`src/verilog/issue_consts.svh`:
```
`ifndef ISSUE_CONSTS_SVH
`define ISSUE_CONSTS_SVH

// issue queue depth, must stay a power of two
`define ISSUE_QUEUE_DEPTH 8

// pointer width into the issue queue, log2 of the depth
`define ISSUE_PTR_W 3

// architectural register file size
`define REG_COUNT 32

`endif

```
`src/verilog/instr_pkg.sv`:
```
package instr_pkg;

    typedef logic [31:0] word_t;
    typedef logic [4:0]  reg_addr_t;

    // control bits produced by decode
    typedef struct packed {
        logic regwrite;
        logic memtoreg;
        logic memwrite;
        logic branch;
        logic jump;
        logic jr;
        logic is_link;
        logic use_imm;
    } ctl_t;

    typedef struct packed {
        logic [5:0] op;
        reg_addr_t  rs;
        reg_addr_t  rt;
        reg_addr_t  rd;
        logic [4:0] shamt;
        logic [5:0] funct;
    } r_fmt_t;

    typedef struct packed {
        logic [5:0]  op;
        reg_addr_t   rs;
        reg_addr_t   rt;
        logic [15:0] imm;
    } i_fmt_t;

    // same instruction word seen as R or I format
    typedef union packed {
        r_fmt_t r;
        i_fmt_t i;
    } instr_word_u;

    typedef struct packed {
        instr_word_u instr;
        ctl_t        ctl;
        reg_addr_t   destreg;
        word_t       pc;
    } decode_pkt_t;

endpackage

```
`src/verilog/pipe_pkg.sv`:
```
package pipe_pkg;
    import instr_pkg::*;

    typedef struct packed {
        logic        valid;
        decode_pkt_t dec;
        word_t       srca;
        word_t       srcb;
        word_t       rtval;
    } issue_pkt_t;

    typedef struct packed {
        logic      we;
        reg_addr_t addr;
        word_t     data;
    } regfile_write_t;

    // a is the oldest entry, b the one behind it
    typedef struct packed {
        logic        a_valid;
        decode_pkt_t a;
        logic        b_valid;
        decode_pkt_t b;
    } head_pair_t;

endpackage
```
`src/verilog/pair_hazard.sv`:
```
`timescale 1ns/1ps

module pair_hazard
    import instr_pkg::*, pipe_pkg::*;
(
    input  head_pair_t head,
    output logic       pair_ok,
    output logic       a_wait
);

    reg_addr_t b_rs;
    reg_addr_t b_rt;
    logic a_bj;
    logic b_bj;
    logic a_mem;
    logic b_mem;
    logic raw;
    logic mem_pair;

    // source registers of b come from the R-format view
    assign b_rs = head.b.instr.r.rs;
    assign b_rt = head.b.instr.r.rt;

    assign a_bj = head.a.ctl.branch || head.a.ctl.jump || head.a.ctl.jr;
    assign b_bj = head.b.ctl.branch || head.b.ctl.jump || head.b.ctl.jr;

    assign a_mem = head.a.ctl.memtoreg || head.a.ctl.memwrite;
    assign b_mem = head.b.ctl.memtoreg || head.b.ctl.memwrite;

    // b reads what a is about to write, r0 excluded
    assign raw = head.a.ctl.regwrite && head.a.destreg != '0 &&
                 (head.a.destreg == b_rs || head.a.destreg == b_rt);

    // only one memory port in execute
    assign mem_pair = a_mem && b_mem;

    assign pair_ok = !(b_bj || raw || mem_pair);

    // hold a branch until its delay slot is in the queue
    assign a_wait = a_bj && !head.b_valid;

endmodule

```
`config.mk`:
```
export PLATFORM = sky130hd
export DESIGN_NAME = pair_hazard
export DESIGN_NICKNAME = d
export VERILOG_FILES = /design/src/verilog/issue_consts.svh /design/src/verilog/instr_pkg.sv /design/src/verilog/pipe_pkg.sv /design/src/verilog/pair_hazard.sv
export SDC_FILE = /design/constraint.sdc
export NUM_CORES = 1
export LEC_CHECK = 0
export BUFFER_PORTS_ARGS = -buffer_cell sky130_fd_sc_hd__buf_2
export CORE_AREA = 2 2 61 63
export DETAILED_ROUTE_END_ITERATION = 16
export DIE_AREA = 0 0 63 65
export PLACE_DENSITY_LB_ADDON = 0.12
export SLEW_MARGIN = 5
export SYNTH_ARGS = -nofsm -noshare
export SYNTH_HDL_FRONTEND = slang
export SYNTH_SLANG_ARGS = --single-unit
```
`constraint.sdc`:
```
create_clock -name vclk -period 0.8
set_clock_uncertainty 0.15 [all_clocks]
set_input_delay 0.16 -clock vclk [all_inputs]
set_output_delay 0.16 -clock vclk [all_outputs]
set_load 0.05 [all_outputs]
```
==> impl_results.md <==
- Io pins: 158
- Setup ws final: -478 ps
- Wire length per cell: 7.59 µm
- Fin crit period: 1280 ps
- FILL cells: 419
- Setup crit end kind: primary output
- WP buf/inv: 2
- Area of the die: 4100 µm²
- IO buf count: 29
- Antenna violation net count after detailed routing: 0
- Slew @ Worst Pin: 175 ps
- Post-synthesis sequential area ratio: 0%
- Antenna violations before repair: 0
- Via-to-Cell Ratio: 2.71
- GRT Total Usage: 3.61%
- Worst Path Required: 490 ps
- Finished Core Util: 15.2%
- Arr. time, crit path: 970 ps
- Area of the multi-input gates: 251 µm²
- Unique masters post-synth: 7
- Most used routing layer: met2
- Vias in the first global route: 282
- GR Util met3: 1.39%
- Router iterations before antenna repair: 1
- Peak VDD IR: 0.128 mV
- DRT iter0 DRCs: 0
- Setup violations, final: 2
- Failing checks: setup timing
- Reg area: 0 µm²
- Mapped Area: 154 µm²
- Num sequential: 0
- Startpoint Class: primary input
- Via count: 274
- CP Cell Sequence: buf_6 -> xnor2_2 -> nand3_1 -> o22ai_2 -> a31oi_4 -> buf_6
- Endpoints failing hold: 0
- Relative slew slack: 88.4%
- Area grow syn2layout: 245%
- Chip Height: 65 µm
- Crit-path slowest cell: o22ai_2
- Row count: 22
- Cell taking the most area after synthesis: xnor2_1
- Unrepaired setup endpoints after global routing: true
- Pwr Total: 266 µW
- Fin nets: 211
- Core Area: 3500 µm²
- Synth Warn #: 0
- Status: finished, violations left
- Max-cap check violation count: 0
- DRT Wirelength: 767 µm
- Largest net degree at the start of global routing: 4
- Largest delay share family, worst path: compound AO/OA/AOI/OAI gates
- HP Class: primary input to primary output
- Pwr dens: 502 nW/µm²
- Share of post-route cells with drive strength above 1: 77.4%
- P_leak: 0.225 nW
- Most frequent cells in the layout: 16 x buf_2, 11 x buf_6, 7 x xnor2_2, 4 x nand2_1, 3 x xnor2_1
- Most used cell, CP: buf_6
- Antenna cells: 0
- Placed wire-length estimate: 754 µm
- Final worst path period share: 160%
- Synthesized Nets: 180
- Share of the synthesized area in the top cell type: 56.9%
- Number of remaining DRC errors: 0
- Met1 GRT Util: 4.80%
- Overflow after GRT: 0
- Fin. max-slew vios: 0
- Initial Util: 4.40%
- Die width: 63 µm
- First-pass GRT wire length: 1.22 mm
- Mean area per synthesized cell: 6.41 µm²
- Setup CP Type: primary input to primary output
- Largest fanout on the critical path: 1
- Peak Freq: 0.783 GHz
- Commonest non-fill, non-tap cell in the layout: buf_2
- CLK BUF: 0
- Synth area leaders: xnor2_1 57%, nor3_1 9.8%, nand2_1 9.8%
- Synthesized netlist cell count: 24
- Met2 Usage GRT: 5.85%
- RePlAce Congestion: 0.662
- CP peak stage delay: 190 ps
## logic make-up (layout without fill, tap and decap cells)
kind of cell	count (synthesis)	count (layout)	share of synthesized area, %
AOI/OAI and AO/OA	3	3	12.2
xor gates and xnor gates	10	10	56.9
buffers and inverters	0	29	0
and+or+nand+nor	11	11	30.9
## cell type report
type	instances	area share [%]
multi-input combinational	24	47.4
tap	48	11.3
timing repair buffer	29	41.3
## per-layer routing
layer | vias up | wire length (µm)
met2 | 19 | 340
li1 | 143 | -
met5 | - | 0
met1 | 112 | 309
met3 | 0 | 118
met4 | 0 | 0
## report_power, final
part | internal (mW) | switching (mW) | leakage (nW)
sequential | 0 | 0 | 0
combinational | 0.160 | 0.106 | 0.225
clock | 0 | 0 | 0
total | 0.160 | 0.106 | 0.225
## per-stage QoR
step,area [µm²],hold WS (ps),TNS (ps),std cells,worst slack [ps]
floorplan,199,223,-302,24,-302
detailed placement,404,499,-847,101,-602
CTS,531,452,-656,101,-500
finish,531,450,-628,101,-478
global placement,404,497,-837,101,-598
global route,531,458,-711,101,-539
## tightest hold or removal path, delay by kind of cell
family / cells / cell delay [ps]
buffers and inverters: 2 / 240
AND/OR/NAND/NOR: 1 / 40
## Yosys cell counts, drive strengths merged
| cell type | number |
|---|---|
| nand2 | 4 |
| nor2 | 2 |
| a31oi | 1 |
| nand3 | 2 |
| nor3 | 3 |
| xnor2 | 10 |
| o22ai | 2 |
## final timing paths
| kind | startpoint | end | cells after the start |
|---|---|---|---|
| worst max-delay path | head[70] | pair_ok | 6 |
| worst min-delay path | head[77] | a_wait | 3 |
## what timing repair did
item | 4_1_cts | 5_1_grt
pin swaps | 13 | 1
hold buffers | 0 | 0
endpoints found under the setup margin | 2 | 2
setup buffers | 0 | 0
resized for setup | 25 | 0
No activity file was read; power rests on OpenSTA's default activity.
