File: config.mk
export PLATFORM = sky130hd
export DESIGN_NAME = operand_fetch
export DESIGN_NICKNAME = d
export VERILOG_FILES = /design/src/verilog/instr_pkg.sv /design/src/verilog/pipe_pkg.sv /design/src/verilog/operand_fetch.sv
export VERILOG_INCLUDE_DIRS = /design/src /design/src/verilog
export SDC_FILE = /design/constraint.sdc
export NUM_CORES = 2
export LEC_CHECK = 0
export BUFFER_PORTS_ARGS = -buffer_cell sky130_fd_sc_hd__buf_4
export CORE_AREA = 2 2 354 356
export CTS_BUF_LIST = sky130_fd_sc_hd__clkbuf_8
export DETAILED_ROUTE_END_ITERATION = 10
export DIE_AREA = 0 0 356 358
export PLACE_DENSITY = 0.81
export REMOVE_ABC_BUFFERS = 1
export SETUP_SLACK_MARGIN = 0.3
export SLEW_MARGIN = 20
export SYNTH_ARGS = -nofsm -noshare
export SYNTH_HDL_FRONTEND = slang
export SYNTH_SLANG_ARGS = --single-unit
File: constraint.sdc
create_clock -name clk -period 2.9 [get_ports clk]
set_clock_uncertainty 0.2 [all_clocks]
set_input_delay 0.435 -clock clk [delete_from_list [all_inputs] [get_ports clk]]
set_output_delay 0.435 -clock clk [all_outputs]
set_load 0.01 [all_outputs]
File: src/verilog/issue_consts.svh
`ifndef ISSUE_CONSTS_SVH
`define ISSUE_CONSTS_SVH

// issue queue depth, must stay a power of two
`define ISSUE_QUEUE_DEPTH 8

// pointer width into the issue queue, log2 of the depth
`define ISSUE_PTR_W 3

// architectural register file size
`define REG_COUNT 32

`endif

File: src/verilog/instr_pkg.sv
package instr_pkg;

    typedef logic [31:0] word_t;
    typedef logic [4:0]  reg_addr_t;

    // control bits produced by decode
    typedef struct packed {
        logic regwrite;
        logic memtoreg;
        logic memwrite;
        logic branch;
        logic jump;
        logic jr;
        logic is_link;
        logic use_imm;
    } ctl_t;

    typedef struct packed {
        logic [5:0] op;
        reg_addr_t  rs;
        reg_addr_t  rt;
        reg_addr_t  rd;
        logic [4:0] shamt;
        logic [5:0] funct;
    } r_fmt_t;

    typedef struct packed {
        logic [5:0]  op;
        reg_addr_t   rs;
        reg_addr_t   rt;
        logic [15:0] imm;
    } i_fmt_t;

    // same instruction word seen as R or I format
    typedef union packed {
        r_fmt_t r;
        i_fmt_t i;
    } instr_word_u;

    typedef struct packed {
        instr_word_u instr;
        ctl_t        ctl;
        reg_addr_t   destreg;
        word_t       pc;
    } decode_pkt_t;

endpackage

File: src/verilog/pipe_pkg.sv
package pipe_pkg;
    import instr_pkg::*;

    typedef struct packed {
        logic        valid;
        decode_pkt_t dec;
        word_t       srca;
        word_t       srcb;
        word_t       rtval;
    } issue_pkt_t;

    typedef struct packed {
        logic      we;
        reg_addr_t addr;
        word_t     data;
    } regfile_write_t;

    // a is the oldest entry, b the one behind it
    typedef struct packed {
        logic        a_valid;
        decode_pkt_t a;
        logic        b_valid;
        decode_pkt_t b;
    } head_pair_t;

endpackage
File: src/verilog/operand_fetch.sv
`timescale 1ns/1ps
`include "issue_consts.svh"

module operand_fetch
    import instr_pkg::*, pipe_pkg::*;
(
    input  logic           clk,
    input  logic           reset,
    input  head_pair_t     head,
    input  regfile_write_t wb,
    output issue_pkt_t     pkt_a,
    output issue_pkt_t     pkt_b
);

    word_t regs [`REG_COUNT];
    reg_addr_t a_rs, a_rt, b_rs, b_rt;
    word_t a_rs_val, a_rt_val, b_rs_val, b_rt_val;

    function automatic issue_pkt_t build_pkt(
        input logic        v,
        input decode_pkt_t d,
        input word_t       rs_val,
        input word_t       rt_val
    );
        issue_pkt_t p;
        p.valid = v;
        p.dec = d;
        p.srca = rs_val;
        p.srcb = d.ctl.use_imm ? {{16{d.instr.i.imm[15]}}, d.instr.i.imm} : rt_val;
        p.rtval = rt_val;
        return p;
    endfunction

    always_ff @(posedge clk)
    begin
        if (wb.we && wb.addr != '0)
            regs[wb.addr] <= wb.data;
    end

    assign a_rs = head.a.instr.r.rs;
    assign a_rt = head.a.instr.r.rt;
    assign b_rs = head.b.instr.r.rs;
    assign b_rt = head.b.instr.r.rt;

    // four read ports, r0 is hardwired to zero
    assign a_rs_val = (a_rs == '0) ? '0 : regs[a_rs];
    assign a_rt_val = (a_rt == '0) ? '0 : regs[a_rt];
    assign b_rs_val = (b_rs == '0) ? '0 : regs[b_rs];
    assign b_rt_val = (b_rt == '0) ? '0 : regs[b_rt];

    always_comb
    begin
        pkt_a = build_pkt(head.a_valid, head.a, a_rs_val, a_rt_val);
        // link address replaces srca for jal and friends
        if (head.a.ctl.is_link)
            pkt_a.srca = head.a.pc + 32'd8;
    end

    assign pkt_b = build_pkt(head.b_valid, head.b, b_rs_val, b_rt_val);

    // a write to r0 still leaves it reading zero in both packets
    a_r0_zero: assert property (@(posedge clk) disable iff (reset)
        wb.we && wb.addr == '0 |=>
            (!pkt_a.valid || a_rt != '0 || pkt_a.rtval == '0) &&
            (!pkt_b.valid || b_rt != '0 || pkt_b.rtval == '0));

endmodule

==> flow_metrics.tcl <==
set metrics [dict create \
    dpl.hpwl_mm 187 \
    syn_area_sq_um 66500 \
    cp.depth 7 \
    grt_pass1_wl_mm 398 \
    p_leak_nw 30.6 \
    crit_path_cell_trace "mux4_2 -> mux2_4 -> a2111oi_4 -> buf_4 -> a2111oi_4 -> mux2_4 -> buf_6" \
    grt.total_usage_pct 44.6 \
    drc 7 \
    critical_path.endpoint_type "output port" \
    cts_root_buffer "clkbuf_8" \
    violations "DRC, setup timing" \
    globalplace.congestion 0.997 \
    wl_mm 290 \
    top_regs "regs x1024" \
    layout_common_cells "1059 x buf_4, 1024 x edfxtp_1, 834 x mux4_2" \
    die_area_sq_um 127000 \
    largest_reg_flops 1024 \
    relSlewSlack_pct 38.2 \
    cp_max_fo 2 \
    maxSlewViolCount 0 \
    synth_edf_count 1024 \
    crit_path_end "pkt_a[41]" \
    wl_per_cell_microns 40.4 \
    start_kind "register" \
    max_cap_viol_count 0 \
    worst_slew_pin_slew_ps 924 \
    crit_family "multiplexers" \
    grt_overflow 0 \
    outcome "finished, violations left" \
    hp-class "in -> reg" \
    io_pins 544 \
    mostFrequentLayoutCell "buf_4" \
    cts.sinks 1024 \
    power_mw 38.2 \
    setup_ws_ps -921 \
    rsz0062_at_grt "yes" \
    maxClockFrequency_mhz 262 \
    synth_top_area_share_pct 46.3 \
    p_comb_share_pct 22.0 \
    vias 56100 \
    switching_share_pct 28.7 \
    peakVddDrop_mv 0.515 \
    fin_util_pct 69.4 \
    cts_made_buffers 173 \
    timing.final.crit_period_ps 3820 \
    whs_ps 91.5 \
    synth_cell_type_count 64 \
    yosysWarnings 0 \
    syn2layout_area_growth_pct 28.7 \
    internal_power_mw 27.3 \
    critPathSlowestCell "mux4_2" \
    via_per_inst 7.81 \
    finalSetupViolCount 192 \
    ant_nets 0 \
    setup.worst_path.class "reg -> out" \
    final_hold_viol_count 0 \
    path_clk_slew_ps 60 \
    synth_top_cell_by_area "edfxtp_1" \
    ys_seq_area_share_pct 46.3 \
    power_switching_mw 11.0 \
    crit_arrival_ps 3190 \
    die_w_microns 356 \
    async_flop_share_pct 0 \
    cts_buffer_depth 3 \
    period_share_pct 132 \
    firstDrtPassIters 11 \
    row_count 129 \
    synthCells 4322 \
    nFillCells 7786 \
    ys_ff_latch 1024 \
    crit_buf_inv 2 \
    io_buffers 404 \
    htreeDepth 4 \
    start_util_pct 53.9 \
    startpoint "regs[16][9]" \
    drive_above_1_share_pct 54.2 \
    top_register "regs" \
    clkPwrFrac_pct 34.3 \
    syn_avg_cell_area_sq_um 15.4 \
    synth_area_leaders "edfxtp_1 46%, mux4_2 28%, mux2i_1 6.2%" \
    grt_start_max_net_pins 38 \
    worst_ep_required_time_ps 2270 \
    fp.dieH_microns 358 \
    grt_antenna_before_repair 11 \
    nets 5597 \
    tritoncts "done" \
    crit_path_max_incr_delay_ps 460 \
    place_ws_ps -822 \
    synth_ff_type "edfxtp_1" \
    power_frac_seq_pct 43.7 \
    powerDensity_nw_per_um2 447 \
    drt_iter0_markers 11300 \
    design.core.area_sq_um 123000 \
    grt_pass1_vias 54200 \
]
layout make-up:
class / instances / area, sq um / share of cell area (%)
Multi-Input combinational cell: 2717 / 35300 / 41.2
Clock buffer: 175 / 2410 / 2.82
Inverter: 39 / 146 / 0.171
Tap cell: 1637 / 2050 / 2.39
Timing Repair Buffer: 1445 / 14000 / 16.3
Clock inverter: 132 / 928 / 1.09
Sequential cell: 1024 / 30700 / 36.0
Antenna cell: 11 / 27.5 / 0.0322
cell usage after synthesis, drive strengths merged (17+ instances only):
cell     count
nand2      159
o22ai      147
o221ai      25
buf        386
nand2b      53
a22oi       64
nor2       142
inv         39
clkbuf     187
a22o        26
a211oi      68
o31ai       36
edfxtp    1024
mux2        99
mux2i      413
a21oi       37
nor2b       90
o21a        25
nor3        17
mux4       834
a32o        32
a2111oi     69
nand3       21
a31oi       41
o21ai      134
repair_timing:
action                                  in CTS  in global routing
endpoints found under the hold margin     1024                  0
pin swaps                                  228                 97
endpoints found under the setup margin     192                192
setup buffers                              155                 45
hold buffers                                32                  0
resized for setup                          578                196
metal layers:
layer / part of all wire (%) / up-vias / global-route usage (%)
met5: 0.34 / - / 3.37
met3: 19 / 1642 / 23.7
met2: 42 / 6576 / 62.4
li1: - / 20400 / -
met1: 30 / 27400 / 53.8
met4: 8.0 / 34 / 27.9
per-stage QoR:
step                TNS [ps]  instances  area (sq um)
floorplan            -126260       3780         63500
finish                -95560       7180         85500
global route         -101680       7171         85500
CTS                   -93980       7124         84200
global placement      -60550       6630         77400
detailed placement    -62530       6630         77400
power by group through the flow:
stage	clock, mW	combinational [mW]	sequential, mW
after detailed placement	0	7.27	17.0
after global placement	0	7.19	17.0
final	13.1	8.43	16.7
after global routing	13.7	8.57	16.7
after CTS	13.0	7.91	16.7
after floorplan	0	2.87	16.9
how the worst min path moves through the flow:
| stage | startpoint | to | slack, ps | depth (start not counted) |
|---|---|---|---|---|
| 2_1_floorplan | wb[0] | regs[0][0] | 330 | 0 |
| 4_1_cts | wb[33] | regs[21][3] | 30 | 4 |
| 3_5_place_dp | wb[6] | regs[0][6] | 640 | 1 |
| 5_1_grt | wb[34] | regs[21][3] | 100 | 3 |
| 3_3_place_gp | wb[6] | regs[0][6] | 640 | 1 |
| 6_report | wb[34] | regs[21][3] | 90 | 3 |
cell families (layout without fill, tap and decap cells):
| family | count (synthesis) | count (layout) | synth area share, % |
|---|---|---|---|
| AO/OA/AOI/OAI | 763 | 763 | 8.18 |
| XOR/XNOR | 27 | 27 | 0.356 |
| adder cells (fa/ha/maj) | 1 | 1 | 0.0188 |
| buffers and inverters | 612 | 1791 | 4.90 |
| flip-flops | 1024 | 1024 | 46.3 |
| multiplexers | 1346 | 1346 | 36.2 |
| other | 1 | 43 | 0.00564 |
| AND/OR/NAND/NOR | 548 | 548 | 4.06 |
Power figures use the tool's default switching activity.
