## config.mk

```make
export PLATFORM = sky130hd
export DESIGN_NAME = issue_select
export DESIGN_NICKNAME = d
export VERILOG_FILES = /design/src/verilog/issue_consts.svh /design/src/verilog/instr_pkg.sv /design/src/verilog/pipe_pkg.sv /design/src/verilog/issue_select.sv
export SDC_FILE = /design/constraint.sdc
export NUM_CORES = 1
export LEC_CHECK = 0
export BUFFER_PORTS_ARGS = -buffer_cell sky130_fd_sc_hd__buf_2
export CORE_AREA = 2 2 278 280
export DETAILED_ROUTE_END_ITERATION = 6
export DIE_AREA = 0 0 280 282
export GPL_TIMING_DRIVEN = 1
export MAX_ROUTING_LAYER = met4
export PLACE_DENSITY = 0.38
export SYNTH_ARGS = -nofsm -noshare
export SYNTH_HDL_FRONTEND = slang
export SYNTH_SLANG_ARGS = --single-unit
```

## constraint.sdc

```tcl
create_clock -name clk -period 19.1 [get_ports clk]
set_input_delay 0.955 -clock clk [delete_from_list [all_inputs] [get_ports clk]]
set_output_delay 0.955 -clock clk [all_outputs]
set_load 0.01 [all_outputs]
```

## src/verilog/issue_consts.svh

```systemverilog
`ifndef ISSUE_CONSTS_SVH
`define ISSUE_CONSTS_SVH

// issue queue depth, must stay a power of two
`define ISSUE_QUEUE_DEPTH 8

// pointer width into the issue queue, log2 of the depth
`define ISSUE_PTR_W 3

// architectural register file size
`define REG_COUNT 32

`endif

```

## src/verilog/instr_pkg.sv

```systemverilog
package instr_pkg;

    typedef logic [31:0] word_t;
    typedef logic [4:0]  reg_addr_t;

    // control bits produced by decode
    typedef struct packed {
        logic regwrite;
        logic memtoreg;
        logic memwrite;
        logic branch;
        logic jump;
        logic jr;
        logic is_link;
        logic use_imm;
    } ctl_t;

    typedef struct packed {
        logic [5:0] op;
        reg_addr_t  rs;
        reg_addr_t  rt;
        reg_addr_t  rd;
        logic [4:0] shamt;
        logic [5:0] funct;
    } r_fmt_t;

    typedef struct packed {
        logic [5:0]  op;
        reg_addr_t   rs;
        reg_addr_t   rt;
        logic [15:0] imm;
    } i_fmt_t;

    // same instruction word seen as R or I format
    typedef union packed {
        r_fmt_t r;
        i_fmt_t i;
    } instr_word_u;

    typedef struct packed {
        instr_word_u instr;
        ctl_t        ctl;
        reg_addr_t   destreg;
        word_t       pc;
    } decode_pkt_t;

endpackage

```

## src/verilog/pipe_pkg.sv

```systemverilog
package pipe_pkg;
    import instr_pkg::*;

    typedef struct packed {
        logic        valid;
        decode_pkt_t dec;
        word_t       srca;
        word_t       srcb;
        word_t       rtval;
    } issue_pkt_t;

    typedef struct packed {
        logic      we;
        reg_addr_t addr;
        word_t     data;
    } regfile_write_t;

    // a is the oldest entry, b the one behind it
    typedef struct packed {
        logic        a_valid;
        decode_pkt_t a;
        logic        b_valid;
        decode_pkt_t b;
    } head_pair_t;

endpackage
```

## src/verilog/issue_select.sv

```systemverilog
`timescale 1ns/1ps

module issue_select
    import pipe_pkg::*;
(
    input  logic             clk,
    input  logic             reset,
    input  issue_pkt_t       pkt_a,
    input  issue_pkt_t       pkt_b,
    input  logic             pair_ok,
    input  logic             a_wait,
    input  logic             stall_issue,
    input  logic             stall_exec,
    input  logic             flush_exec,
    output logic [1:0]       deq,
    output issue_pkt_t [1:0] out
);

    logic a_bj;
    logic en_a;
    logic en_b;
    logic advance;

    assign a_bj = pkt_a.dec.ctl.branch || pkt_a.dec.ctl.jump || pkt_a.dec.ctl.jr;

    assign en_a = pkt_a.valid && !a_wait;
    // the delay slot always follows its branch
    assign en_b = en_a && pkt_b.valid && (pair_ok || a_bj);

    // either stall keeps the queue where it is
    assign advance = !stall_issue && !stall_exec;
    assign deq = advance ? {en_a, en_b} : 2'b00;

    always_ff @(posedge clk or posedge reset)
    begin
        if (reset)
        begin
            out <= '0;
        end
        else if (flush_exec)
        begin
            out <= '0;
        end
        else if (!stall_exec)
        begin
            if (stall_issue)
            begin
                out <= '0;
            end
            else
            begin
                out[1] <= en_a ? pkt_a : '0;
                out[0] <= en_b ? pkt_b : '0;
            end
        end
    end

    // slot 0 never goes without the older slot 1
    a_out_order: assert property (@(posedge clk) disable iff (reset)
        out[0].valid |-> out[1].valid);

endmodule

```

==> flow_metrics.tcl, run 1 <==
set metrics [dict create \
    status "completed" \
    period_share 0.182 \
    finalMaxSlewViolations 0 \
    regArea_sq_um 8710 \
    vias 9818 \
    crit_type "primary input to register" \
    cts_buffers 42 \
    io_buffers 704 \
    drtAntennaViolNets 0 \
    endpoint_kind "register" \
    final_common_cell "buf_2" \
    setup_violations 0 \
    crit_path_top_delay_cell "buf_4" \
    ys_seq_elements 348 \
    num_rows 101 \
    top_regs "out: 348 flops" \
    cp.arrival_ps 3960 \
    critPathTopFamily "buffers and inverters" \
    worst_pin_slew_ps 1110 \
    relSlewSlack 0.259 \
    cp_cell_sequence "buf_2 -> or3_1 -> nor3_4 -> buf_4 -> buf_4 -> buf_4 -> a22o_1" \
    synthDistinctLibCells 16 \
    rrSetupSlack_ps 18310 \
    place_hpwl_mm 31.5 \
    chipHeight_microns 282 \
    worstHoldStart "out[173]$_DFFE_PP0P_" \
    clock-sinks 348 \
    syn_to_final_growth_pct 49.4 \
    globalplace.congestion 0.785 \
    hold_viol 0 \
    cts_tree "built" \
    largest_reg_flops 348 \
    grt_pass1_vias 10467 \
    p_per_area_nw_per_um2 95.2 \
    nFillCells 8107 \
    cp_max_fo 81 \
    pin_count 705 \
    cp_common_cell "buf_4" \
    layout-drive-gt1-share 0.525 \
    globalRouteTotalUtil 0.111 \
    drcViolationCount 0 \
    setup_tns_ps 0 \
    hold_path_class "register to register" \
    worst-r2r-cell-count 1 \
    grt_setup_unrepaired "no" \
    p_leak_nw 10.2 \
    layout_min_cycle_time_ps 3480 \
    worstPathRequired_ps 19580 \
    nets 1820 \
    synth_warnings 0 \
    post_cts_resized 0 \
    finClkSkew_ps 0 \
    multi_input_area_sq_um 3120 \
    grt_first_pass_wirelength_mm 65.7 \
    hold_buffers 0 \
    place_area_sq_um 16700 \
    cap_viol_max_count 0 \
    cts_setup_buffers 0 \
    die_x_microns 280 \
    dr.pass1.iters 6 \
    htreeDepth 2 \
    worst_hold_path.num_cells 1 \
    coreArea_sq_um 75700 \
    r2r-end "out[284]$_DFFE_PP0P_" \
    grt_max_degree 183 \
    cp_num_buf_inv 4 \
    postLayoutCellArea_sq_um 18300 \
    routed_wl_mm 45.3 \
    clk_pin_slew_ps 60 \
    vdd.ir_drop.worst_mv 0.0534 \
    clockRootBuffer "clkbuf_16" \
    netlist_instances 783 \
    cp-start-kind "primary input" \
    most-common-layout-cells "buf_2, dfrtp_1, a22o_1" \
    syn_nets 1138 \
    clock_path_buffers 3 \
    avgSynthCellArea_sq_um 15.6 \
    clk_latency_ps 550 \
    overflow 0 \
    slowest_delay_ps 800 \
    regMostFlops "out" \
    hold_slack_ps 471 \
    fmax_ghz 0.288 \
    die_area_sq_um 79000 \
    routedWlPerCell_microns 18.3 \
    total_power_w 0.00174 \
    antenna_found_initial 5 \
    viasPerCell 3.96 \
    r2r-start "out[284]$_DFFE_PP0P_" \
    hold-path-endpoint "out[173]$_DFFE_PP0P_" \
    yosysSeqAreaShare 0.712 \
    syn-cell-area_sq_um 12200 \
    initial_utilization 0.162 \
    drtIter0Drc 420 \
]
-- report_power, final --
group	internal (W)	total, W	switching, W
Combinational	0.0000382	0.0000927	0.0000545
Clock	0.000577	0.000898	0.000321
Sequential	0.000746	0.000750	0.00000458
-- worst max path at each step --
stage / from / to / slack (ps) / cells after the start
after global placement: stall_exec / out[50]$_DFFE_PP0P_ / 15000 / 6
after global routing: stall_issue / out[41]$_DFFE_PP0P_ / 15430 / 7
after floorplan: reset / out[0]$_DFFE_PP0P_ / 8490 / 1
after detailed placement: stall_issue / out[41]$_DFFE_PP0P_ / 14950 / 7
final: stall_issue / out[36]$_DFFE_PP0P_ / 15620 / 7
after CTS: stall_exec / out[50]$_DFFE_PP0P_ / 15540 / 6
-- routing by layer --
metal,GRT usage,routed length (microns)
met5,-,0
met3,0.0326,3480
met2,0.194,23400
met4,0.0333,1010
met1,0.123,17400
-- stage by stage --
step | utilization | worst slack, ps | std cells
floorplan | - | 8490 | 783
global placement | 0.221 | 15000 | 2399
detailed placement | 0.221 | 14950 | 2399
CTS | 0.241 | 15540 | 2477
global route | 0.242 | 15430 | 2481
finish | 0.242 | 15620 | 2481
-- final cells by class --
type / instances / area share
sequential: 348 / 0.476
timing repair buffer: 715 / 0.199
multi-input combinational: 357 / 0.171
clock buffer: 65 / 0.0712
tap: 978 / 0.0669
clock inverter: 13 / 0.0150
inverter: 1 / 0.000616
antenna: 4 / 0.000547
-- Yosys cell counts --
| cell type | instances | area [sq um] |
|---|---|---|
| nand3b_1 | 1 | 7.51 |
| inv_1 | 1 | 3.75 |
| buf_6 | 10 | 113 |
| dfrtp_1 | 348 | 8710 |
| nor3_1 | 1 | 5.00 |
| a22o_1 | 346 | 3030 |
| a21o_1 | 2 | 15.0 |
| buf_4 | 8 | 60.1 |
| buf_2 | 20 | 100 |
| or3_1 | 1 | 6.26 |
| nor4_1 | 2 | 12.5 |
| nand2b_1 | 1 | 6.26 |
| clkbuf_1 | 39 | 146 |
| nor2b_1 | 1 | 6.26 |
| nor2_1 | 1 | 3.75 |
| nor3_2 | 1 | 10.0 |
-- cell families (layout without fill, tap and decap cells) --
| kind of cell | Yosys count | after routing | synth area share |
|---|---|---|---|
| other | 0 | 4 | 0 |
| AO/OA/AOI/OAI | 348 | 348 | 0.249 |
| flip-flops | 348 | 348 | 0.712 |
| AND/OR/NAND/NOR | 9 | 9 | 0.00470 |
| buffers and inverters | 78 | 794 | 0.0346 |
Note: power is estimated with default switching activity, not from simulation.
==> inputs of run 2 (changes only) <==
Settings changed: CORE_AREA 2 2 278 280 to 2 2 271 273, DIE_AREA 0 0 280 282 to 0 0 273 275, PLACE_DENSITY 0.38 to 0.39.
Clock period 19.1 ns to 3.4 ns, I/O delays scaled along.
==> run 2 against run 1 <==
Die area down 4.9%; flip-flop and latch count did not move; via count increased by 14%; final cell count rose by 14%; count of clock-buffer cells in the layout stayed put; final area is 19% higher; register-to-register slack got worse by 16000 ps; critical path depth down 2; non-clock buffer count rose by 363; clock power increased to 5.0 times the previous value; worst setup slack got worse by 14000 ps; critical endpoint is now deq[0]; highest routed layer unchanged.
==> flow_metrics.tcl, run 2 (same netlist as run 1, synthesis figures left out) <==
set metrics [dict create \
    status "completed" \
    p_per_area_nw_per_um2 441 \
    initial_utilization 0.169 \
    io_buffers 704 \
    clock-sinks 348 \
    p_clk_frac 0.468 \
    seq_power_share 0.440 \
    hold_viol 0 \
    fin_util 0.300 \
    drcViolationCount 0 \
    period_share 0.608 \
    hold_path_class "primary input to register" \
    layout_min_cycle_time_ps 2070 \
    slowest_delay_ps 700 \
    setup_violations 0 \
    p_leak_nw 11.6 \
    cts_setup_buffers 0 \
    p_int_w 0.00739 \
    chipHeight_microns 275 \
    crit_type "primary input to output pin" \
    clk_pin_slew_ps 60 \
    grt_setup_unrepaired "no" \
    die_area_sq_um 75100 \
    p_comb_frac 0.091 \
    num_rows 99 \
    crit_path_top_delay_cell "nor4_1" \
    worst_pin_slew_ps 816 \
    routedWlPerCell_microns 17.6 \
    cp.arrival_ps 1900 \
    htreeDepth 2 \
    viasPerCell 3.97 \
    antenna_found_initial 1 \
    top_regs "out: 348 flops" \
    place_hpwl_mm 35.1 \
    finClkSkew_ps 0 \
    p_sw_frac 0.228 \
    nets 2182 \
    hold_slack_ps 123 \
    relSlewSlack 0.451 \
    setup_tns_ps 0 \
    cts_tree "built" \
    clock_path_buffers 3 \
    endpoint_kind "output pin" \
    regMostFlops "out" \
    vdd.ir_drop.worst_mv 0.326 \
    overflow 0 \
    largest_reg_flops 348 \
    n_antenna_cell 0 \
    cap_viol_max_count 0 \
    die_x_microns 273 \
    worstPathRequired_ps 3230 \
    grt_max_degree 120 \
    cts_buffers 41 \
    most-common-layout-cells "buf_2, dfrtp_1, dlygate4sd3_1" \
    routed_wl_mm 49.8 \
    pin_count 705 \
    final_common_cell "buf_2" \
    clk_latency_ps 550 \
    finalMaxSlewViolations 0 \
    drtAntennaViolNets 0 \
    total_power_w 0.00957 \
    drtIter0Drc 432 \
    layout-drive-gt1-share 0.428 \
    globalplace.congestion 0.796 \
    clockRootBuffer "clkbuf_16" \
    grt_first_pass_wirelength_mm 72.4 \
    dr.pass1.iters 4 \
    syn_to_final_growth_pct 77.5 \
    vias 11202 \
    switchingPower_w 0.00218 \
    cp_max_fo 2 \
    fmax_ghz 0.484 \
    cp-start-kind "primary input" \
    grt_pass1_vias 11823 \
    globalRouteTotalUtil 0.129 \
    coreArea_sq_um 72300 \
    cp_cell_sequence "dlygate4sd3_1 -> buf_2 -> nor4_1 -> nor4_1 -> buf_2" \
]
-- run 2: cell count changes in the layout (fill, tap and decap cells not counted), moves of 2 or more --
cell | previous run | this run
dlygate4sd3_1 | 0 | 347
buf_4 | 9 | 18
buf_12 | 2 | 9
bufinv_16 | 8 | 3
clkbuf_1 | 10 | 15
clkinv_2 | 2 | 6
diode_2 | 4 | 0
clkbuf_8 | 10 | 7
clkbuf_16 | 45 | 43
-- run 2: final cells by class --
| class | count | area, sq um |
|---|---|---|
| Timing Repair Buffer | 1078 | 7310 |
| Multi-Input combinational cell | 357 | 3120 |
| Inverter | 1 | 7.51 |
| Clock inverter | 11 | 138 |
| Fill cell | 7430 | 50600 |
| Sequential cell | 348 | 8710 |
| Clock buffer | 65 | 1230 |
| Tap cell | 959 | 1200 |
-- run 2: per-stage QoR --
step	std cells	setup WS [ps]	instance area (sq um)
CTS	2819	1280	21700
global route	2819	1260	21700
detailed placement	2396	1470	16900
global placement	2396	1470	16900
finish	2819	1330	21700
floorplan	783	-1430	12200
-- run 2: what timing repair did --
action / 4_1_cts / 5_1_grt
hold endpoints to repair: 367 / 0
gates resized for setup: 0 / 0
hold buffers: 347 / 0
-- run 2: final timing paths --
check	from	end	slack, ps	cells past startpoint
max	pkt_a[136]	deq[0]	1330	5
min	flush_exec	out[228]$_DFFE_PP0P_	120	3
max reg2reg	out[198]$_DFFE_PP0P_	out[198]$_DFFE_PP0P_	2600	1
min reg2reg	out[347]$_DFFE_PP0P_	out[347]$_DFFE_PP0P_	470	1
max in group asynchronous	reset	out[80]$_DFFE_PP0P_	2020	4
min in group asynchronous	reset	out[136]$_DFFE_PP0P_	260	3
-- run 2: critical path, delay by kind of cell --
family / cells / cell delay (ps)
AND/OR/NAND/NOR: 2 / 830
buffers and inverters: 3 / 890
-- run 2: routing by layer --
metal  share of wire  global-route usage
met1            0.39               0.145
met2            0.52               0.224
met3           0.071              0.0348
met4           0.023              0.0364
met5               0                   -
-- run 2: power groups by stage --
stage	combinational [W]	sequential (W)	clock [W]
global route	0.000955	0.00422	0.00486
CTS	0.000894	0.00421	0.00467
finish	0.000875	0.00421	0.00448
detailed placement	0.000567	0.00429	0
floorplan	0.000174	0.00431	0
global placement	0.000564	0.00429	0
