$ cat src/verilog/issue_consts.svh
`ifndef ISSUE_CONSTS_SVH
`define ISSUE_CONSTS_SVH

// issue queue depth, must stay a power of two
`define ISSUE_QUEUE_DEPTH 8

// pointer width into the issue queue, log2 of the depth
`define ISSUE_PTR_W 3

// architectural register file size
`define REG_COUNT 32

`endif

$ cat src/verilog/instr_pkg.sv
package instr_pkg;

    typedef logic [31:0] word_t;
    typedef logic [4:0]  reg_addr_t;

    // control bits produced by decode
    typedef struct packed {
        logic regwrite;
        logic memtoreg;
        logic memwrite;
        logic branch;
        logic jump;
        logic jr;
        logic is_link;
        logic use_imm;
    } ctl_t;

    typedef struct packed {
        logic [5:0] op;
        reg_addr_t  rs;
        reg_addr_t  rt;
        reg_addr_t  rd;
        logic [4:0] shamt;
        logic [5:0] funct;
    } r_fmt_t;

    typedef struct packed {
        logic [5:0]  op;
        reg_addr_t   rs;
        reg_addr_t   rt;
        logic [15:0] imm;
    } i_fmt_t;

    // same instruction word seen as R or I format
    typedef union packed {
        r_fmt_t r;
        i_fmt_t i;
    } instr_word_u;

    typedef struct packed {
        instr_word_u instr;
        ctl_t        ctl;
        reg_addr_t   destreg;
        word_t       pc;
    } decode_pkt_t;

endpackage

$ cat src/verilog/pipe_pkg.sv
package pipe_pkg;
    import instr_pkg::*;

    typedef struct packed {
        logic        valid;
        decode_pkt_t dec;
        word_t       srca;
        word_t       srcb;
        word_t       rtval;
    } issue_pkt_t;

    typedef struct packed {
        logic      we;
        reg_addr_t addr;
        word_t     data;
    } regfile_write_t;

    // a is the oldest entry, b the one behind it
    typedef struct packed {
        logic        a_valid;
        decode_pkt_t a;
        logic        b_valid;
        decode_pkt_t b;
    } head_pair_t;

endpackage
$ cat src/verilog/issue_queue.sv
`timescale 1ns/1ps
`include "issue_consts.svh"

module issue_queue
    import instr_pkg::*, pipe_pkg::*;
(
    input  logic              clk,
    input  logic              reset,
    input  decode_pkt_t [1:0] in,
    input  logic [1:0]        hit,
    input  logic [1:0]        deq,
    input  logic              flush_issue,
    output logic              queue_full,
    output head_pair_t        head
);

    decode_pkt_t entries [`ISSUE_QUEUE_DEPTH];
    logic [`ISSUE_QUEUE_DEPTH-1:0] valid;
    logic [`ISSUE_QUEUE_DEPTH-1:0] valid_next;
    logic [`ISSUE_PTR_W-1:0] head_ptr, head_ptr1;
    logic [`ISSUE_PTR_W-1:0] tail_ptr, tail_ptr1;
    logic [`ISSUE_PTR_W-1:0] wr0_ptr;
    logic [1:0] n_hit, n_deq;

    assign head_ptr1 = head_ptr + `ISSUE_PTR_W'(1);
    assign tail_ptr1 = tail_ptr + `ISSUE_PTR_W'(1);
    assign n_hit = {1'b0, hit[1]} + {1'b0, hit[0]};
    assign n_deq = {1'b0, deq[1]} + {1'b0, deq[0]};

    // entries stay contiguous, so free slots start at the tail
    assign queue_full = (hit != 2'b00 && valid[tail_ptr]) || (hit == 2'b11 && valid[tail_ptr1]);

    // slot 0 alone takes the tail, behind slot 1 otherwise
    assign wr0_ptr = hit[1] ? tail_ptr1 : tail_ptr;

    assign head.a_valid = valid[head_ptr];
    assign head.a = entries[head_ptr];
    assign head.b_valid = valid[head_ptr1];
    assign head.b = entries[head_ptr1];

    always_comb
    begin
        valid_next = valid;
        if (deq[1])
            valid_next[head_ptr] = 1'b0;
        if (deq[0])
            valid_next[head_ptr1] = 1'b0;
        if (!queue_full && hit[1])
            valid_next[tail_ptr] = 1'b1;
        if (!queue_full && hit[0])
            valid_next[wr0_ptr] = 1'b1;
    end

    always_ff @(posedge clk or posedge reset)
    begin
        if (reset)
        begin
            head_ptr <= '0;
            tail_ptr <= '0;
            valid <= '0;
        end
        else if (flush_issue)
        begin
            head_ptr <= '0;
            tail_ptr <= '0;
            valid <= '0;
        end
        else
        begin
            valid <= valid_next;
            head_ptr <= head_ptr + `ISSUE_PTR_W'(n_deq);
            if (!queue_full)
                tail_ptr <= tail_ptr + `ISSUE_PTR_W'(n_hit);
        end
    end

    always_ff @(posedge clk)
    begin
        if (!flush_issue && !queue_full)
        begin
            if (hit[1])
                entries[tail_ptr] <= in[1];
            if (hit[0])
                entries[wr0_ptr] <= in[0];
        end
    end

    // the select stage only removes entries that hold a packet
    a_deq_valid: assert property (@(posedge clk) disable iff (reset)
        (deq[1] -> valid[head_ptr]) && (deq[0] -> valid[head_ptr1]));

    // a refused accept fills no entry
    a_full_no_write: assert property (@(posedge clk) disable iff (reset)
        queue_full && !flush_issue |=> (valid & ~$past(valid)) == '0);

endmodule

$ cat config.mk
export PLATFORM = sky130hd
export DESIGN_NAME = issue_queue
export DESIGN_NICKNAME = d
export VERILOG_FILES = /design/src/verilog/instr_pkg.sv /design/src/verilog/pipe_pkg.sv /design/src/verilog/issue_queue.sv
export VERILOG_INCLUDE_DIRS = /design/src /design/src/verilog
export SDC_FILE = /design/constraint.sdc
export NUM_CORES = 1
export LEC_CHECK = 0
export BUFFER_PORTS_ARGS = -buffer_cell sky130_fd_sc_hd__buf_2
export CORE_MARGIN = 5
export CORE_UTILIZATION = 30
export DETAILED_ROUTE_END_ITERATION = 16
export PLACE_DENSITY = 0.55
export SLEW_MARGIN = 10
export SYNTH_ARGS = -nofsm -noshare
export SYNTH_HDL_FRONTEND = slang
export SYNTH_SLANG_ARGS = --single-unit
$ cat constraint.sdc
create_clock -name clk -period 16.9 [get_ports clk]
set_input_delay 1.69 -clock clk [delete_from_list [all_inputs] [get_ports clk]]
set_output_delay 1.69 -clock clk [all_outputs]
set_load 0.02 [all_outputs]
==> results of run 1 <==
[metrics by stage]
step,total power (W),instances,worst slack [ns],cell area (um^2),hold WS [ns]
2_1_floorplan,0.003399,2133,1.329,36400,0.5312
3_3_place_gp,0.004024,3940,10.96,39740,0.6061
3_5_place_dp,0.004057,3940,10.89,39740,0.6223
4_1_cts,0.005684,4077,10.17,42130,0.6369
5_1_grt,0.005853,4082,9.976,42140,0.6689
6_report,0.005601,4093,10.36,42170,0.6454
[per-layer routing]
| layer | wire length, um | up-vias |
|---|---|---|
| met5 | 168 | - |
| met2 | 58500 | 794 |
| li1 | - | 9355 |
| met3 | 8038 | 202 |
| met4 | 2785 | 28 |
| met1 | 51320 | 11860 |
[placed cells by master, fill, tap and decap left out, types with 7 or more instances in the layout]
cell | netlist | routed
clkbuf_1 | 59 | 23
dfrtp_1 | 14 | 11
nand2_1 | 189 | 189
buf_2 | 63 | 317
nand4_1 | 9 | 9
clkinv_1 | 0 | 16
mux4_2 | 312 | 312
nand2b_1 | 7 | 7
edfxtp_1 | 616 | 616
mux2_2 | 691 | 691
buf_4 | 1 | 54
diode_2 | 0 | 16
mux2_1 | 9 | 9
clkinv_2 | 0 | 8
o211ai_1 | 7 | 7
mux2_4 | 16 | 16
clkbuf_16 | 0 | 80
[synth_stat cells, types with 4 or more instances]
| cell | n | area (um^2) |
|---|---|---|
| mux2_2 | 691 | 7781 |
| edfxtp_1 | 616 | 18500 |
| mux4_2 | 312 | 7027 |
| nand2_1 | 189 | 709.4 |
| buf_2 | 63 | 315.3 |
| clkbuf_1 | 59 | 221.5 |
| buf_1 | 40 | 150.1 |
| mux2_4 | 16 | 240.2 |
| dfrtp_1 | 14 | 350.3 |
| buf_6 | 13 | 146.4 |
| mux2_1 | 9 | 101.4 |
| nand4_1 | 9 | 56.30 |
| or3_1 | 8 | 50.05 |
| nand2b_1 | 7 | 43.79 |
| o211ai_1 | 7 | 52.55 |
| o21ai_0 | 7 | 35.03 |
| nor2_1 | 6 | 22.52 |
| ha_1 | 5 | 62.56 |
| inv_1 | 5 | 18.77 |
| o22ai_1 | 5 | 31.28 |
| mux2i_1 | 4 | 40.04 |
| nand3_1 | 4 | 20.02 |
| nor2b_1 | 4 | 25.02 |
| nor3_1 | 4 | 20.02 |
[how the worst max path moves through the flow]
stage / cells after the start / end / startpoint
after detailed placement: 7 / head[26] / head_ptr[1]
after floorplan: 6 / valid[1] / hit[1]
final: 7 / head[26] / head_ptr[1]
after global routing: 7 / head[26] / head_ptr[1]
after global placement: 7 / head[26] / head_ptr[1]
after CTS: 7 / head[26] / head_ptr[1]
[area by class of cell]
| cell class | instances | area, um^2 |
|---|---|---|
| diodes | 16 | 40.04 |
| clock buffers | 103 | 2088 |
| clock inverters | 34 | 299.0 |
| fillers | 11450 | 78120 |
| inverters | 5 | 18.77 |
| multi-input cells | 1322 | 16860 |
| flip-flops and latches | 630 | 18860 |
| well taps | 1612 | 2017 |
| repair buffers | 371 | 1992 |
[power groups by stage]
stage | Clock (W) | Sequential (W) | Combinational [W]
2_1_floorplan | 0 | 0.00210 | 0.00130
3_3_place_gp | 0 | 0.00209 | 0.00193
3_5_place_dp | 0 | 0.00211 | 0.00195
4_1_cts | 0.00165 | 0.00208 | 0.00196
5_1_grt | 0.00171 | 0.00209 | 0.00205
6_report | 0.00160 | 0.00208 | 0.00192
[critical path: stages (launching register included)]
cell and delay (ns):
dfrtp_4 0.78, ha_4 0.79, buf_4 0.62, buf_4 0.88, mux4_2 0.61, nand2_1 0.08, nand2_1 0.16, buf_2 0.21
[cell families after synthesis]
logic type | Yosys count | synth area share, %
AO/OA/AOI/OAI | 38 | 0.8250
XOR/XNOR | 5 | 0.1203
adder cells (fa/ha/maj) | 7 | 0.2818
buffers and inverters | 181 | 2.361
flip-flops | 630 | 51.78
multiplexers | 1034 | 41.87
AND/OR/NAND/NOR | 238 | 2.763
[sequential cells by signal, summed over array words and instances (netlist names)]
| register | flops |
|---|---|
| entries | 616 |
| valid | 8 |
| head_ptr | 3 |
| tail_ptr | 3 |
==> impl_metrics.env, run 1 <==
export IMPL_status="finished clean"
export IMPL_syn_area_um2=36400
export IMPL_synthArstFlopShare_pct=2.222
export IMPL_drt_total_wl_um=120800
export IMPL_drt_vias_per_instance=5.433
export IMPL_crit_type="flip-flop to primary output"
export IMPL_synth_ff_type="edfxtp_1"
export IMPL_die_y_um=358.3
export IMPL_drv_slew=0
export IMPL_hp_start="valid[3]"
export IMPL_cp_end_kind="primary output"
export IMPL_internal_power_w=0.003692
export IMPL_place_hpwl_um=71210
export IMPL_numCtsBuffers=78
export IMPL_rsz0062_at_grt="no"
export IMPL_tns_ns=0
export IMPL_setup_viol=0
export IMPL_fin_nets=2576
export IMPL_post_cts_repair_setup_buffers=0
export IMPL_antenna_left=0
export IMPL_final_util_pct=35.06
export IMPL_ys_warn_count=0
export IMPL_cap_violations=0
export IMPL_gp_congestion=0.7672
export IMPL_io_buffer_count=317
export IMPL_gr_usage_all_layers_pct=18.54
export IMPL_overflow=0
export IMPL_reg2reg_to="entries[6][9]"
export IMPL_grt_pass1_vias=23910
export IMPL_vias=22240
export IMPL_cts_tree="built"
export IMPL_antenna_found_initial=33
export IMPL_drt_pass1_iterations=6
export IMPL_finalHoldViolCount=0
export IMPL_relSlewSlack_pct=22.38
export IMPL_initial_core_util_pct=30.26
export IMPL_wl_per_cell_um=29.52
export IMPL_period_minus_slack_ns=6.537
export IMPL_hold_end="valid[3]"
export IMPL_peakVddDrop_v=0.00007284
export IMPL_clkLatencyLatePin_ns=0.66
export IMPL_dieArea_um2=128400
export IMPL_required_ns=15.21
export IMPL_cts_root_buffer="clkbuf_16"
export IMPL_ctsResizeCount=0
export IMPL_die_w_um=358.3
export IMPL_critical_path_arrival_ns=4.85
export IMPL_whs_path_depth=1
export IMPL_synth_seq_cells=630
export IMPL_grtUsageMet3_pct=3.845
export IMPL_fmax_ghz=0.1530
export IMPL_yosysUniqueCellTypes=47
export IMPL_seq_area_frac_synth_pct=51.78
export IMPL_finalCritPeriodShare_pct=38.68
export IMPL_drc=0
export IMPL_cts_buffer_depth=3
export IMPL_clkPwrFrac_pct=28.6
export IMPL_switching_share_pct=34.08
export IMPL_path_clk_slew_ns=0.06
export IMPL_num_rows=127
export IMPL_area_growth_pct=15.85
export IMPL_tightest_slew_ns=1.164
export IMPL_rrSetupSlack_ns=12.13
export IMPL_grt_met2_usage_pct=30.67
export IMPL_synth_fp_nets=2301
export IMPL_io_pin_count=318
export IMPL_p_seq_share_pct=37.1
export IMPL_leakage_nw=14.03
export IMPL_busiest_layer="met2"
export IMPL_cp_max_fo=45
export IMPL_core_um2=120300
export IMPL_syn_avg_cell_area_um2=17.07
export IMPL_hp_class="flip-flop to flip-flop"
export IMPL_comb_power_share_pct=34.3
export IMPL_p_switching_w=0.001909
export IMPL_worst_setup_path_start_kind="flip-flop"
export IMPL_synth_edff_count=616
export IMPL_first_iter_violations=1890
export IMPL_drive_gt1_share_pct=61.50
export IMPL_cts_num_sinks=630
export IMPL_synth_cells=2133
export IMPL_reg2reg_from="tail_ptr[0]"
export IMPL_fin_skew_ns=0.04062
export IMPL_postCtsHoldBufs=0
export IMPL_grt_max_degree=62
export IMPL_powerDensity_nw_per_um2=132.8
export IMPL_htree_levels=3
export IMPL_r2r_cells=7
export IMPL_grtUsageMet1_pct=24.82
export IMPL_grt_pass1_wl_um=173600
Power figures use the tool's default switching activity.
==> run 2, diff against run 1 <==
--- a/config.mk
+++ b/config.mk
@@ -10,7 +10,7 @@
 export CORE_MARGIN = 5
 export CORE_UTILIZATION = 30
 export DETAILED_ROUTE_END_ITERATION = 16
-export PLACE_DENSITY = 0.55
+export PLACE_DENSITY = 0.56
 export SLEW_MARGIN = 10
 export SYNTH_ARGS = -nofsm -noshare
 export SYNTH_HDL_FRONTEND = slang
==> constraint.sdc (replaced) <==
create_clock -name clk -period 5.9 [get_ports clk]
set_input_delay 0.59 -clock clk [delete_from_list [all_inputs] [get_ports clk]]
set_output_delay 0.59 -clock clk [all_outputs]
set_load 0.02 [all_outputs]
==> run 2 against run 1 <==
Net effect:
- combinational power increased to 2.9 times the previous value
- register-to-register slack worse by 11 ns
- global-route usage fell by 0.16 points
- hold slack lost 0.57 ns
- sequential power increased to 2.9 times the previous value
- count of clock-buffer cells in the layout shrank 8
- non-clock buffer count rose by 2
- sequential cell count unchanged
==> impl_metrics.env, run 2 (same netlist as run 1, synthesis figures left out) <==
export IMPL_wl_per_cell_um=29.22
export IMPL_cts_buffer_depth=3
export IMPL_powerDensity_nw_per_um2=379.1
export IMPL_die_y_um=358.3
export IMPL_core_um2=120300
export IMPL_final_util_pct=35.17
export IMPL_top_register="entries"
export IMPL_initial_core_util_pct=30.26
export IMPL_clkLatencyLatePin_ns=0.64
export IMPL_hp_class="primary input to asynchronous set/reset pin"
export IMPL_dieArea_um2=128400
export IMPL_tightest_slew_ns=1.175
export IMPL_grtUsageMet1_pct=24.01
export IMPL_rrSetupSlack_ns=1.51
export IMPL_grt_pass1_wl_um=172400
export IMPL_place_hpwl_um=74290
export IMPL_grtUsageMet3_pct=5.235
export IMPL_rsz0062_at_grt="no"
export IMPL_drive_gt1_share_pct=61.82
export IMPL_drv_slew=0
export IMPL_cts_tree="built"
export IMPL_grt_met2_usage_pct=30.09
export IMPL_drt_pass1_iterations=5
export IMPL_fin_nets=2572
export IMPL_ctsResizeCount=0
export IMPL_layout_common_cells="mux2_2, edfxtp_1, buf_2"
export IMPL_finalCritPeriodShare_pct=80.25
export IMPL_reg_top3="entries (616), valid (8)"
export IMPL_first_iter_violations=2044
export IMPL_place_inst=3942
export IMPL_crit_type="flip-flop to primary output"
export IMPL_area_growth_pct=16.23
export IMPL_cts_root_buffer="clkbuf_16"
export IMPL_cp_max_fo=36
export IMPL_relSlewSlack_pct=21.53
export IMPL_io_pin_count=318
export IMPL_critical_path_arrival_ns=4.14
export IMPL_post_dp_cell_area_um2=39930
export IMPL_path_clk_slew_ns=0.06
export IMPL_cap_violations=0
export IMPL_fin_skew_ns=0.03133
export IMPL_peakVddDrop_v=0.0002408
export IMPL_num_rows=127
export IMPL_finalHoldWorstSlack_ns=0.07605
export IMPL_busiest_layer="met2"
export IMPL_layout_cells_most_common="mux2_2"
export IMPL_finalHoldViolCount=0
export IMPL_worst_setup_path_start_kind="flip-flop"
export IMPL_antenna_left=0
export IMPL_numCtsBuffers=72
export IMPL_antenna_found_initial=55
export IMPL_io_buffer_count=317
export IMPL_leakage_nw=14.04
export IMPL_tns_ns=0
export IMPL_instances_no_fill=4105
export IMPL_required_ns=5.31
export IMPL_vias=22240
export IMPL_overflow=0
export IMPL_cp_end_kind="primary output"
export IMPL_grt_pass1_vias=23820
export IMPL_post_cts_repair_setup_buffers=0
export IMPL_setup_viol=0
export IMPL_period_minus_slack_ns=4.735
export IMPL_final_cell_area_um2=42310
export IMPL_drt_vias_per_instance=5.418
export IMPL_status="finished clean"
export IMPL_gr_usage_all_layers_pct=18.38
export IMPL_die_w_um=358.3
export IMPL_drt_total_wl_um=119900
export IMPL_htree_levels=3
export IMPL_fmax_ghz=0.2112
export IMPL_largest_register_ffs=616
export IMPL_gp_congestion=0.7628
export IMPL_drc=0
export IMPL_grt_max_degree=130
export IMPL_cts_num_sinks=630
export IMPL_postCtsHoldBufs=0
-- run 2: stage by stage --
stage | total power (W) | setup slack (ns)
4_1_cts | 0.01623 | 1.044
3_5_place_dp | 0.01173 | 1.482
6_report | 0.01604 | 1.165
3_3_place_gp | 0.01165 | 1.557
2_1_floorplan | 0.009639 | -0.1681
5_1_grt | 0.01675 | 0.9620
-- run 2: path summary, 6_finish.rpt --
check / start / cells after the start / end
max: head_ptr[0] / 6 / head[73]
min: reset / 2 / tail_ptr[2]
max reg2reg: tail_ptr[0] / 7 / entries[6][71]
min reg2reg: valid[3] / 1 / valid[3]
max in group asynchronous: reset / 2 / head_ptr[1]
min in group clk: flush_issue / 2 / head_ptr[2]
-- run 2: power by group --
group | total (W) | leakage (nW) | internal (W) | switching [W]
Clock | 0.00447 | 1.12 | 0.00259 | 0.00188
Combinational | 0.00563 | 7.16 | 0.00236 | 0.00327
Sequential | 0.00594 | 5.76 | 0.00563 | 0.000311
Total | 0.0160 | 14.0 | 0.0106 | 0.00546
-- run 2: critical path: stages (launching register included) --
cell	delay (ns)
dfrtp_4	0.84
ha_4	0.27
xor2_4	0.90
buf_4	0.43
mux4_2	0.57
mux2_2	0.31
buf_2	0.18
-- run 2: cell type report --
type,instances,area (um^2)
Inverter,5,18.77
Timing Repair Buffer,373,2157
Clock buffer,95,1941
Sequential cell,630,18860
Clock inverter,37,359.1
Tap cell,1612,2017
Antenna cell,31,77.57
Multi-Input combinational cell,1322,16880
Fill cell,11390,77980
-- run 2: layer usage --
| layer | vias to the layer above | share of wire [%] |
|---|---|---|
| li1 | 9359 | - |
| met1 | 11800 | 41 |
| met2 | 867 | 48 |
| met3 | 187 | 8.8 |
| met4 | 24 | 2.2 |
| met5 | - | 0.14 |
